--- src/design/dcore_pkg.sv ---
package dcore_pkg;

    // lane path dimensions
    localparam int NTI   = 16;
    localparam int NADC  = 8;
    localparam int NCODE = NADC + 1;

    // limits of a signed code, used when the offset is removed
    localparam int CODE_MAX = (2 ** (NCODE - 1)) - 1;
    localparam int CODE_MIN = -(2 ** (NCODE - 1));

    // PRBS7 with polynomial x^7 + x^6 + 1
    localparam int NPRBS    = 7;
    localparam int PRBS_TAP = 6;

    // error and bit counter width
    localparam int NCNT = 32;

    // configuration register map
    localparam logic CFG_ADDR_SLICE = 1'b0;
    localparam logic CFG_ADDR_LANE  = 1'b1;

    // one ADC lane as delivered by the analog core
    typedef struct packed {
        logic            sign;
        logic [NADC-1:0] magnitude;
    } adc_lane_t;

    // unfolded signed code
    typedef logic signed [NCODE-1:0] code_t;

    // one bit per lane, lane 0 is the earliest bit
    typedef logic [NTI-1:0] lane_word_t;

    // view of the config word at CFG_ADDR_SLICE
    typedef struct packed {
        logic       src_bist;
        code_t      threshold;
        logic [5:0] reserved;
    } slice_cfg_t;

    // view of the config word at CFG_ADDR_LANE
    typedef struct packed {
        code_t      offset;
        logic       check_en;
        logic [5:0] reserved;
    } lane_cfg_t;

    // the write address picks which view is valid
    typedef union packed {
        slice_cfg_t slice;
        lane_cfg_t  lane;
    } cfg_word_t;

    // word presented on the config port
    typedef struct packed {
        logic      addr;
        cfg_word_t data;
    } cfg_req_t;

    // live settings seen by the datapath
    typedef struct packed {
        code_t offset;
        code_t threshold;
        logic  src_bist;
        logic  check_en;
    } dcore_cfg_t;

endpackage

--- src/design/adc_unfold.sv ---
`timescale 1ns/1ps

module adc_unfold (
    input  logic                 clk_adc,
    input  logic                 rst_n_i,
    input  dcore_pkg::adc_lane_t lanes_i [dcore_pkg::NTI],
    input  dcore_pkg::code_t     offset_i,
    output dcore_pkg::code_t     codes_o [dcore_pkg::NTI]
);

    // saturated code per lane, before the output register
    dcore_pkg::code_t sat_code [dcore_pkg::NTI];

    always_comb begin
        // one bit of headroom for the offset subtraction
        logic signed [dcore_pkg::NCODE:0] mag;
        logic signed [dcore_pkg::NCODE:0] diff;
        for (int i = 0; i < dcore_pkg::NTI; i++) begin
            mag = $signed({2'b00, lanes_i[i].magnitude});
            // sign high means a positive sample
            if (lanes_i[i].sign) begin
                diff = mag - offset_i;
            end else begin
                diff = -mag - offset_i;
            end
            // clip back into the code range
            if (diff > dcore_pkg::CODE_MAX) begin
                sat_code[i] = dcore_pkg::code_t'(dcore_pkg::CODE_MAX);
            end else if (diff < dcore_pkg::CODE_MIN) begin
                sat_code[i] = dcore_pkg::code_t'(dcore_pkg::CODE_MIN);
            end else begin
                sat_code[i] = diff[dcore_pkg::NCODE-1:0];
            end
        end
    end

    // one cycle from ADC sample to code
    always_ff @(posedge clk_adc or negedge rst_n_i) begin
        if (!rst_n_i) begin
            for (int i = 0; i < dcore_pkg::NTI; i++) begin
                codes_o[i] <= '0;
            end
        end else begin
            codes_o <= sat_code;
        end
    end

endmodule

--- src/design/bit_slicer.sv ---
`timescale 1ns/1ps

module bit_slicer (
    input  logic                  clk_adc,
    input  logic                  rst_n_i,
    input  dcore_pkg::code_t      codes_i [dcore_pkg::NTI],
    input  dcore_pkg::code_t      threshold_i,
    input  logic                  src_bist_i,
    input  dcore_pkg::lane_word_t bist_bits_i,
    output dcore_pkg::lane_word_t bits_o
);

    // decision of each lane against the common threshold
    dcore_pkg::lane_word_t adc_bits;

    // source picked for the checker
    dcore_pkg::lane_word_t sel_bits;

    always_comb begin
        for (int i = 0; i < dcore_pkg::NTI; i++) begin
            // signed compare, equal to threshold slices to zero
            adc_bits[i] = (codes_i[i] > threshold_i);
        end
    end

    // BIST word bypasses the slicer completely
    assign sel_bits = src_bist_i ? bist_bits_i : adc_bits;

    always_ff @(posedge clk_adc or negedge rst_n_i) begin
        if (!rst_n_i) begin
            bits_o <= '0;
        end else begin
            bits_o <= sel_bits;
        end
    end

endmodule

--- src/design/cfg_regs.sv ---
`timescale 1ns/1ps

module cfg_regs (
    input  logic                  clk_adc,
    input  logic                  rst_n_i,
    input  logic                  cfg_req_i,
    input  dcore_pkg::cfg_req_t   cfg_i,
    output logic                  cfg_ack_o,
    output dcore_pkg::dcore_cfg_t cfg_o
);

    // new request seen while ack is still low
    logic take_word;

    assign take_word = cfg_req_i && !cfg_ack_o;

    // slave side of the four-phase handshake
    always_ff @(posedge clk_adc or negedge rst_n_i) begin
        if (!rst_n_i) begin
            cfg_ack_o <= 1'b0;
        end else if (take_word) begin
            cfg_ack_o <= 1'b1;
        end else if (!cfg_req_i) begin
            // master released req, close the transfer
            cfg_ack_o <= 1'b0;
        end
    end

    // register update, fields go live together with ack
    always_ff @(posedge clk_adc or negedge rst_n_i) begin
        if (!rst_n_i) begin
            cfg_o <= '0;
        end else if (take_word) begin
            case (cfg_i.addr)
                dcore_pkg::CFG_ADDR_SLICE: begin
                    cfg_o.threshold <= cfg_i.data.slice.threshold;
                    cfg_o.src_bist  <= cfg_i.data.slice.src_bist;
                end
                dcore_pkg::CFG_ADDR_LANE: begin
                    cfg_o.offset   <= cfg_i.data.lane.offset;
                    cfg_o.check_en <= cfg_i.data.lane.check_en;
                end
            endcase
        end
    end

    // ack only rises in answer to a request from the previous cycle
    property p_ack_needs_req;
        @(posedge clk_adc) disable iff (!rst_n_i)
            $rose(cfg_ack_o) |-> $past(cfg_req_i);
    endproperty

    a_ack_needs_req : assert property (p_ack_needs_req)
        else $error("cfg ack rose without a pending request");

    // master must hold the word until it has seen ack
    property p_word_stable;
        @(posedge clk_adc) disable iff (!rst_n_i)
            (cfg_req_i && !cfg_ack_o) |=> $stable(cfg_i);
    endproperty

    a_word_stable : assert property (p_word_stable)
        else $error("cfg word changed while request was pending");

endmodule

--- src/design/dcore_top.sv ---
`timescale 1ns/1ps

module dcore_top (
    input  logic                       clk_adc,
    input  logic                       rst_n_i,
    input  dcore_pkg::adc_lane_t       adc_i [dcore_pkg::NTI],
    input  logic                       cfg_req_i,
    input  dcore_pkg::cfg_req_t        cfg_i,
    output logic                       cfg_ack_o,
    output dcore_pkg::lane_word_t      rx_bits_o,
    output logic [dcore_pkg::NCNT-1:0] err_count_o,
    output logic [dcore_pkg::NCNT-1:0] bit_count_o
);

    dcore_pkg::dcore_cfg_t cfg;
    dcore_pkg::code_t      codes [dcore_pkg::NTI];
    dcore_pkg::lane_word_t bist_bits;

    cfg_regs cfg_regs_i (
        .clk_adc   (clk_adc),
        .rst_n_i   (rst_n_i),
        .cfg_req_i (cfg_req_i),
        .cfg_i     (cfg_i),
        .cfg_ack_o (cfg_ack_o),
        .cfg_o     (cfg)
    );

    // sign/magnitude to signed code, fixed offset removed
    adc_unfold adc_unfold_i (
        .clk_adc  (clk_adc),
        .rst_n_i  (rst_n_i),
        .lanes_i  (adc_i),
        .offset_i (cfg.offset),
        .codes_o  (codes)
    );

    prbs_gen prbs_gen_i (
        .clk_adc (clk_adc),
        .rst_n_i (rst_n_i),
        .bits_o  (bist_bits)
    );

    bit_slicer bit_slicer_i (
        .clk_adc     (clk_adc),
        .rst_n_i     (rst_n_i),
        .codes_i     (codes),
        .threshold_i (cfg.threshold),
        .src_bist_i  (cfg.src_bist),
        .bist_bits_i (bist_bits),
        .bits_o      (rx_bits_o)
    );

    prbs_checker prbs_checker_i (
        .clk_adc     (clk_adc),
        .rst_n_i     (rst_n_i),
        .check_en_i  (cfg.check_en),
        .bits_i      (rx_bits_o),
        .err_count_o (err_count_o),
        .bit_count_o (bit_count_o)
    );

endmodule

--- src/design/prbs_checker.sv ---
`timescale 1ns/1ps

module prbs_checker (
    input  logic                        clk_adc,
    input  logic                        rst_n_i,
    input  logic                        check_en_i,
    input  dcore_pkg::lane_word_t       bits_i,
    output logic [dcore_pkg::NCNT-1:0]  err_count_o,
    output logic [dcore_pkg::NCNT-1:0]  bit_count_o
);

    // last NPRBS bits of the previous word, index 0 is the oldest
    logic [dcore_pkg::NPRBS-1:0] hist_q;

    // set once the history holds real data
    logic primed_q;

    // history followed by the current word, in time order
    logic [dcore_pkg::NTI+dcore_pkg::NPRBS-1:0] stream;

    // mismatch per lane and their sum
    dcore_pkg::lane_word_t       err_flags;
    logic [dcore_pkg::NCNT-1:0]  err_sum;

    assign stream = {bits_i, hist_q};

    // each bit must equal the XOR of the bits 7 and 6 positions back
    always_comb begin
        for (int i = 0; i < dcore_pkg::NTI; i++) begin
            err_flags[i] = bits_i[i] ^ stream[i]
                         ^ stream[i + dcore_pkg::NPRBS - dcore_pkg::PRBS_TAP];
        end
    end

    // population count of the mismatches
    always_comb begin
        err_sum = '0;
        for (int i = 0; i < dcore_pkg::NTI; i++) begin
            err_sum = err_sum + err_flags[i];
        end
    end

    always_ff @(posedge clk_adc or negedge rst_n_i) begin
        if (!rst_n_i) begin
            hist_q      <= '0;
            primed_q    <= 1'b0;
            err_count_o <= '0;
            bit_count_o <= '0;
        end else if (!check_en_i) begin
            // disabled, hold everything cleared
            hist_q      <= '0;
            primed_q    <= 1'b0;
            err_count_o <= '0;
            bit_count_o <= '0;
        end else begin
            hist_q   <= bits_i[dcore_pkg::NTI-1 -: dcore_pkg::NPRBS];
            primed_q <= 1'b1;
            // first word after enable only fills the history
            if (primed_q) begin
                err_count_o <= err_count_o + err_sum;
                bit_count_o <= bit_count_o + dcore_pkg::NCNT'(dcore_pkg::NTI);
            end
        end
    end

    a_err_le_bits : assert property (
        @(posedge clk_adc) disable iff (!rst_n_i) err_count_o <= bit_count_o
    ) else $error("PRBS error count exceeds checked bit count");

endmodule

--- src/design/prbs_gen.sv ---
`timescale 1ns/1ps

module prbs_gen (
    input  logic                  clk_adc,
    input  logic                  rst_n_i,
    output dcore_pkg::lane_word_t bits_o
);

    // LFSR state, bit 0 holds the most recent output bit
    logic [dcore_pkg::NPRBS-1:0] state_q;
    logic [dcore_pkg::NPRBS-1:0] state_d;

    // unroll NTI LFSR steps, lane 0 first
    always_comb begin
        logic [dcore_pkg::NPRBS-1:0] s;
        s = state_q;
        for (int i = 0; i < dcore_pkg::NTI; i++) begin
            bits_o[i] = s[dcore_pkg::NPRBS-1] ^ s[dcore_pkg::PRBS_TAP-1];
            s         = {s[dcore_pkg::NPRBS-2:0], bits_o[i]};
        end
        state_d = s;
    end

    // seeded with all ones
    always_ff @(posedge clk_adc or negedge rst_n_i) begin
        if (!rst_n_i) begin
            state_q <= '1;
        end else begin
            state_q <= state_d;
        end
    end

    // all-zero state would lock up the sequence
    a_state_live : assert property (
        @(posedge clk_adc) disable iff (!rst_n_i) state_q != '0
    ) else $error("PRBS generator state collapsed to zero");

endmodule

--- config.mk ---
export PLATFORM = sky130hd
export DESIGN_NAME = dcore_top
export DESIGN_NICKNAME = d
export VERILOG_FILES = /design/src/design/dcore_pkg.sv /design/src/design/adc_unfold.sv /design/src/design/bit_slicer.sv /design/src/design/cfg_regs.sv /design/src/design/dcore_top.sv /design/src/design/prbs_checker.sv /design/src/design/prbs_gen.sv
export SDC_FILE = /design/constraint.sdc
export NUM_CORES = 1
export LEC_CHECK = 0
export BUFFER_PORTS_ARGS = -buffer_cell sky130_fd_sc_hd__buf_2
export CAP_MARGIN = 10
export CORE_UTILIZATION = 30
export CTS_CLUSTER_DIAMETER = 80
export DETAILED_ROUTE_END_ITERATION = 8
export GPL_TIMING_DRIVEN = 0
export PLACE_DENSITY = 0.49
export SETUP_SLACK_MARGIN = 0.1
export SLEW_MARGIN = 20
export SYNTH_ARGS = -nofsm -noshare
export SYNTH_HDL_FRONTEND = slang
export SYNTH_SLANG_ARGS = --single-unit
--- constraint.sdc ---
create_clock -name clk_adc -period 9.1 [get_ports clk_adc]
set_clock_uncertainty 0.2 [all_clocks]
set_input_delay 1.365 -clock clk_adc [delete_from_list [all_inputs] [get_ports clk_adc]]
set_output_delay 1.365 -clock clk_adc [all_outputs]
set_load 0.01 [all_outputs]
==> summary.md <==
| Metric | Value |
|---|---|
| Vias | `22,096` |
| Reg2reg start | `bit_slicer_i.bits_o[1]$_DFF_PN0_` |
| Met2 GRT Util | `0.2862` |
| P per Cell Area | `310.6 nW/um^2` |
| Syn Inst Count | `3,055` |
| Startpoint Class | `flop` |
| Crit-path max cell delay | `620 ps` |
| Outcome | `finished clean` |
| Unrepaired setup endpoints after global routing | `no` |
| CTS tree | `built` |
| Dpl hpwl | `61.82 mm` |
| Critical path capture point type | `flop` |
| Hold_buf cts | `0` |
| Post-synthesis register bit count | `256` |
| Hold Path Origin | `prbs_checker_i.err_count_o[5]$_DFFE_PN0N_` |
| Clock input transition at the sequential cells of the worst setup and hold paths | `60 ps` |
| Total Die Area | `94,240 um^2` |
| Total global routing overflow | `0` |
| Switching Fraction | `0.4498` |
| Setup violators final | `0` |
| Met1 usage | `0.2440` |
| Grt met3 use | `0.02295` |
| Place WS | `3339 ps` |
| MaxCap Viol Count | `0` |
| Nets | `4,079` |
| NetSw | `4.468 mW` |
| Clock tree sinks | `256` |
| Clk pwr share | `0.134` |
| Die Ht | `307.0 um` |
| Critical Path Fanout Max | `6` |
| Drt total wl | `81.96 mm` |
| Synth warn | `0` |
| Layout cells sized above 1 | `0.1283` |
| CTS buffer count | `34` |
| Slew HR | `0.2392` |
| Internal Pwr Total | `5.465 mW` |
| Avg Inst Size Synth | `9.134 um^2` |
| Worst hold path depth | `2` |
| Gr usage total | `0.1736` |
| Residual DRC | `0` |
| H-tree Lvls | `2` |
| Area Overhead vs Synth | `14.60%` |
| Critical Path RT | `9320 ps` |
| CP max-delay cell | `a2111oi_4` |
| DR iter-0 viols | `999` |
| Yosys cell types | `101` |
| Post-synth EDFFs | `0` |
| TritonRoute pass-1 iters | `5` |
| GPL Wtd Cong | `0.7987` |
| Slew Limit Fails | `0` |
| Worst-margin pin slew | `1141 ps` |
| Routed Antenna Nets | `0` |
| CP Cell Sequence | `xnor2_1 -> xnor2_1 -> ha_1 -> fa_1 -> fa_1 -> fa_1 -> inv_1 -> fa_1 -> inv_1 -> ha_1 -> inv_1 -> fa_1 -> nor2b_1 -> o21a_1 -> o21ai_1 -> a2111oi_4 -> nand4_1 -> xnor2_1 -> and2_1` |
| R2R Setup Slk | `3400 ps` |
| Cell area after synthesis | `27,900 um^2` |
| Fin area | `31,980 um^2` |
| IO Port Bufs | `224` |
| Fmax | `0.1754 GHz` |
| Area after DPL | `30,870 um^2` |
| Seq pwr share | `0.177` |
| Max IR drop VDD | `664.9 uV` |
| Largest net degree at the start of global routing | `75` |
| End point of the worst hold path | `prbs_checker_i.err_count_o[5]$_DFFE_PN0N_` |
| Initial antenna violation count | `8` |
| Final WS setup | `3398 ps` |
| Worst-skew pair later-pin latency | `540 ps` |
| Post-cts resize count | `0` |
| Critical R2R Capture | `prbs_checker_i.err_count_o[22]$_DFFE_PN0N_` |
| Worst EP arrival | `5920 ps` |
| Reg2reg path depth | `19` |
| Core Region | `91,940 um^2` |
| Crit path top cell by count | `fa_1` |
| Kind of critical path | `flop to flop` |
| Setup Buffers After CTS | `0` |
| Async S/R FF share, synth | `1.000` |
| Final hold viol count | `0` |
| Top_reg_cell synth | `dfrtp_1` |
| Die span in x | `307.0 um` |
| Io pins | `245` |
| Core Rows | `111` |
| P_leak | `15.39 nW` |
| CTS Buffer Depth | `3` |
| First-pass GRT wire length | `127.0 mm` |
| CTS root buf | `clkbuf_16` |
| Routed len/inst | `17.82 um` |
| Comb pwr share | `0.688` |
| Synth top area cells | `ha_1 24%, dfrtp_1 22%, xnor2_1 4.9%, inv_1 4.4%, a21oi_1 3.7%` |
| Initial core utilization | `0.3035` |
| Via-per-instance ratio | `4.805` |
| Vias in the first global route | `22,040` |
| Setup TNS | `0 ps` |
| Synth top area share | `0.2439` |
| Most Crowded Layer GR | `met2` |
| Largest area contributor in the netlist | `ha_1` |
| Ratio of final minimum period to clock period | `0.6266` |
| Seq/Total Area, Yosys | `0.2299` |
| Min-delay worst type | `flop to flop` |
| Crit path time final | `5702 ps` |
==> per-layer routing <==
layer  share of wire  wire (um)
met4           0.013       1044
met1            0.50      40960
met2            0.45      36870
met3           0.037       3020
met5         0.00070         57
==> cell families after synthesis <==
| logic type | synth area share |
|---|---|
| and+or+nand+nor | 0.1403 |
| adders and majority gates | 0.3086 |
| DFF | 0.2299 |
| xor gates and xnor gates | 0.07721 |
| AOI/OAI and AO/OA | 0.1703 |
| buffers and inverters | 0.05269 |
| muxes | 0.02080 |
| other | 0.0001344 |
==> through the flow <==
stage | std cells | util | hold slack (ps) | power [mW]
after floorplan | 3058 | - | 254.7 | 6.954
after global placement | 4525 | 0.3327 | 285.6 | 8.583
after detailed placement | 4535 | 0.3358 | 314.7 | 8.649
after CTS | 4595 | 0.3477 | 327.7 | 10.08
after global routing | 4595 | 0.3477 | 351.5 | 11.14
final | 4599 | 0.3478 | 316.7 | 9.933
==> power by group through the flow <==
stage	registers (mW)	logic [mW]	clock network, mW
floorplan	1.71	5.25	0
global placement	1.80	6.79	0
detailed placement	1.78	6.87	0
CTS	1.77	6.93	1.38
global route	1.80	7.90	1.44
finish	1.76	6.84	1.34
==> flip-flops by register name, summed over array words and instances, names as in the netlist <==
signal,cells
prbs_checker_i.bit_count_o,28
bit_slicer_i.bits_o,16
prbs_gen_i.state_q,7
cfg_regs_i.cfg_o,20
adc_unfold_i.codes_o,144
cfg_regs_i.cfg_ack_o,1
prbs_checker_i.hist_q,7
prbs_checker_i.err_count_o,32
prbs_checker_i.primed_q,1
==> cell usage in the layout (no fill, tap or decap), drive strengths merged, types with 10 or more instances in the layout <==
master	netlist	final
nor2b	60	60
o221ai	25	25
nand4	31	31
mux2i	22	22
dfrtp	249	249
nor3	32	32
and2	60	60
and3	27	27
xnor2	155	155
nand3	56	56
o311ai	12	12
buf	9	243
o21a	31	31
xor2	91	91
o221a	18	18
a211o	18	18
ha	544	544
o31ai	12	12
a31oi	17	17
mux2	28	28
or2	11	11
nor2	242	242
clkbuf	46	94
a221oi	23	23
a21boi	10	10
a211oi	28	28
o21bai	42	42
nand2b	66	66
a21o	61	61
nor3b	15	15
o21ai	106	106
maj3	94	94
nand2	109	109
a21oi	212	212
fa	43	43
or3	22	22
inv	326	328
o211ai	11	11
==> final cells by class <==
| type | instances | area (um^2) |
|---|---|---|
| tap | 1243 | 1555 |
| buffer | 55 | 249.0 |
| timing repair buffer | 234 | 1371 |
| fill | 9676 | 59960 |
| sequential | 256 | 6420 |
| antenna | 4 | 10.01 |
| inverter | 326 | 1239 |
| multi-input combinational | 2421 | 20040 |
| clock buffer | 48 | 954.7 |
| clock inverter | 12 | 142.6 |
==> Yosys cell counts, types with 5 or more instances <==
master / n
a2111oi_0: 7
a211o_1: 18
a211oi_1: 28
a21boi_0: 9
a21o_1: 60
a21oi_1: 208
a221oi_1: 17
a221oi_2: 6
a31oi_1: 16
and2_1: 60
and3_1: 27
and4_1: 7
clkbuf_1: 43
dfrtp_1: 249
dfstp_2: 7
fa_1: 43
ha_1: 544
inv_1: 326
maj3_1: 91
mux2_2: 27
mux2i_1: 18
nand2_1: 108
nand2b_1: 66
nand3_1: 55
nand3b_1: 5
nand4_1: 30
nor2_1: 241
nor2b_1: 60
nor3_1: 30
nor3b_1: 14
o211ai_1: 11
o21a_1: 31
o21ai_0: 101
o21bai_1: 41
o221a_2: 18
o221ai_1: 24
o311ai_0: 9
o31ai_1: 10
o41ai_1: 6
or2_2: 11
or3_1: 22
or4_1: 5
xnor2_1: 155
xor2_1: 91
==> worst max-delay path: cells and delay by family, from the launching register on <==
family,cells,cell delay [ps]
fa+ha+maj,7,2880
compound gates,3,920
buf+inv,3,170
xor+xnor,3,500
flops,1,460
simple gates,3,470
==> how the worst max path moves through the flow <==
stage                                                 from                                         end  slack [ps]
after floorplan           bit_slicer_i.bits_o[0]$_DFF_PN0_  prbs_checker_i.err_count_o[22]$_DFFE_PN0N_        3810
after global placement                             rst_n_i         adc_unfold_i.codes_o[115]$_DFF_PN0_        1420
after detailed placement  bit_slicer_i.bits_o[0]$_DFF_PN0_   prbs_checker_i.err_count_o[7]$_DFFE_PN0N_        3340
after CTS                 bit_slicer_i.bits_o[1]$_DFF_PN0_   prbs_checker_i.err_count_o[7]$_DFFE_PN0N_        3310
after global routing      bit_slicer_i.bits_o[1]$_DFF_PN0_  prbs_checker_i.err_count_o[30]$_DFFE_PN0N_        3070
final                     bit_slicer_i.bits_o[1]$_DFF_PN0_  prbs_checker_i.err_count_o[22]$_DFFE_PN0N_        3400
Note: power is estimated with default switching activity, not from simulation.
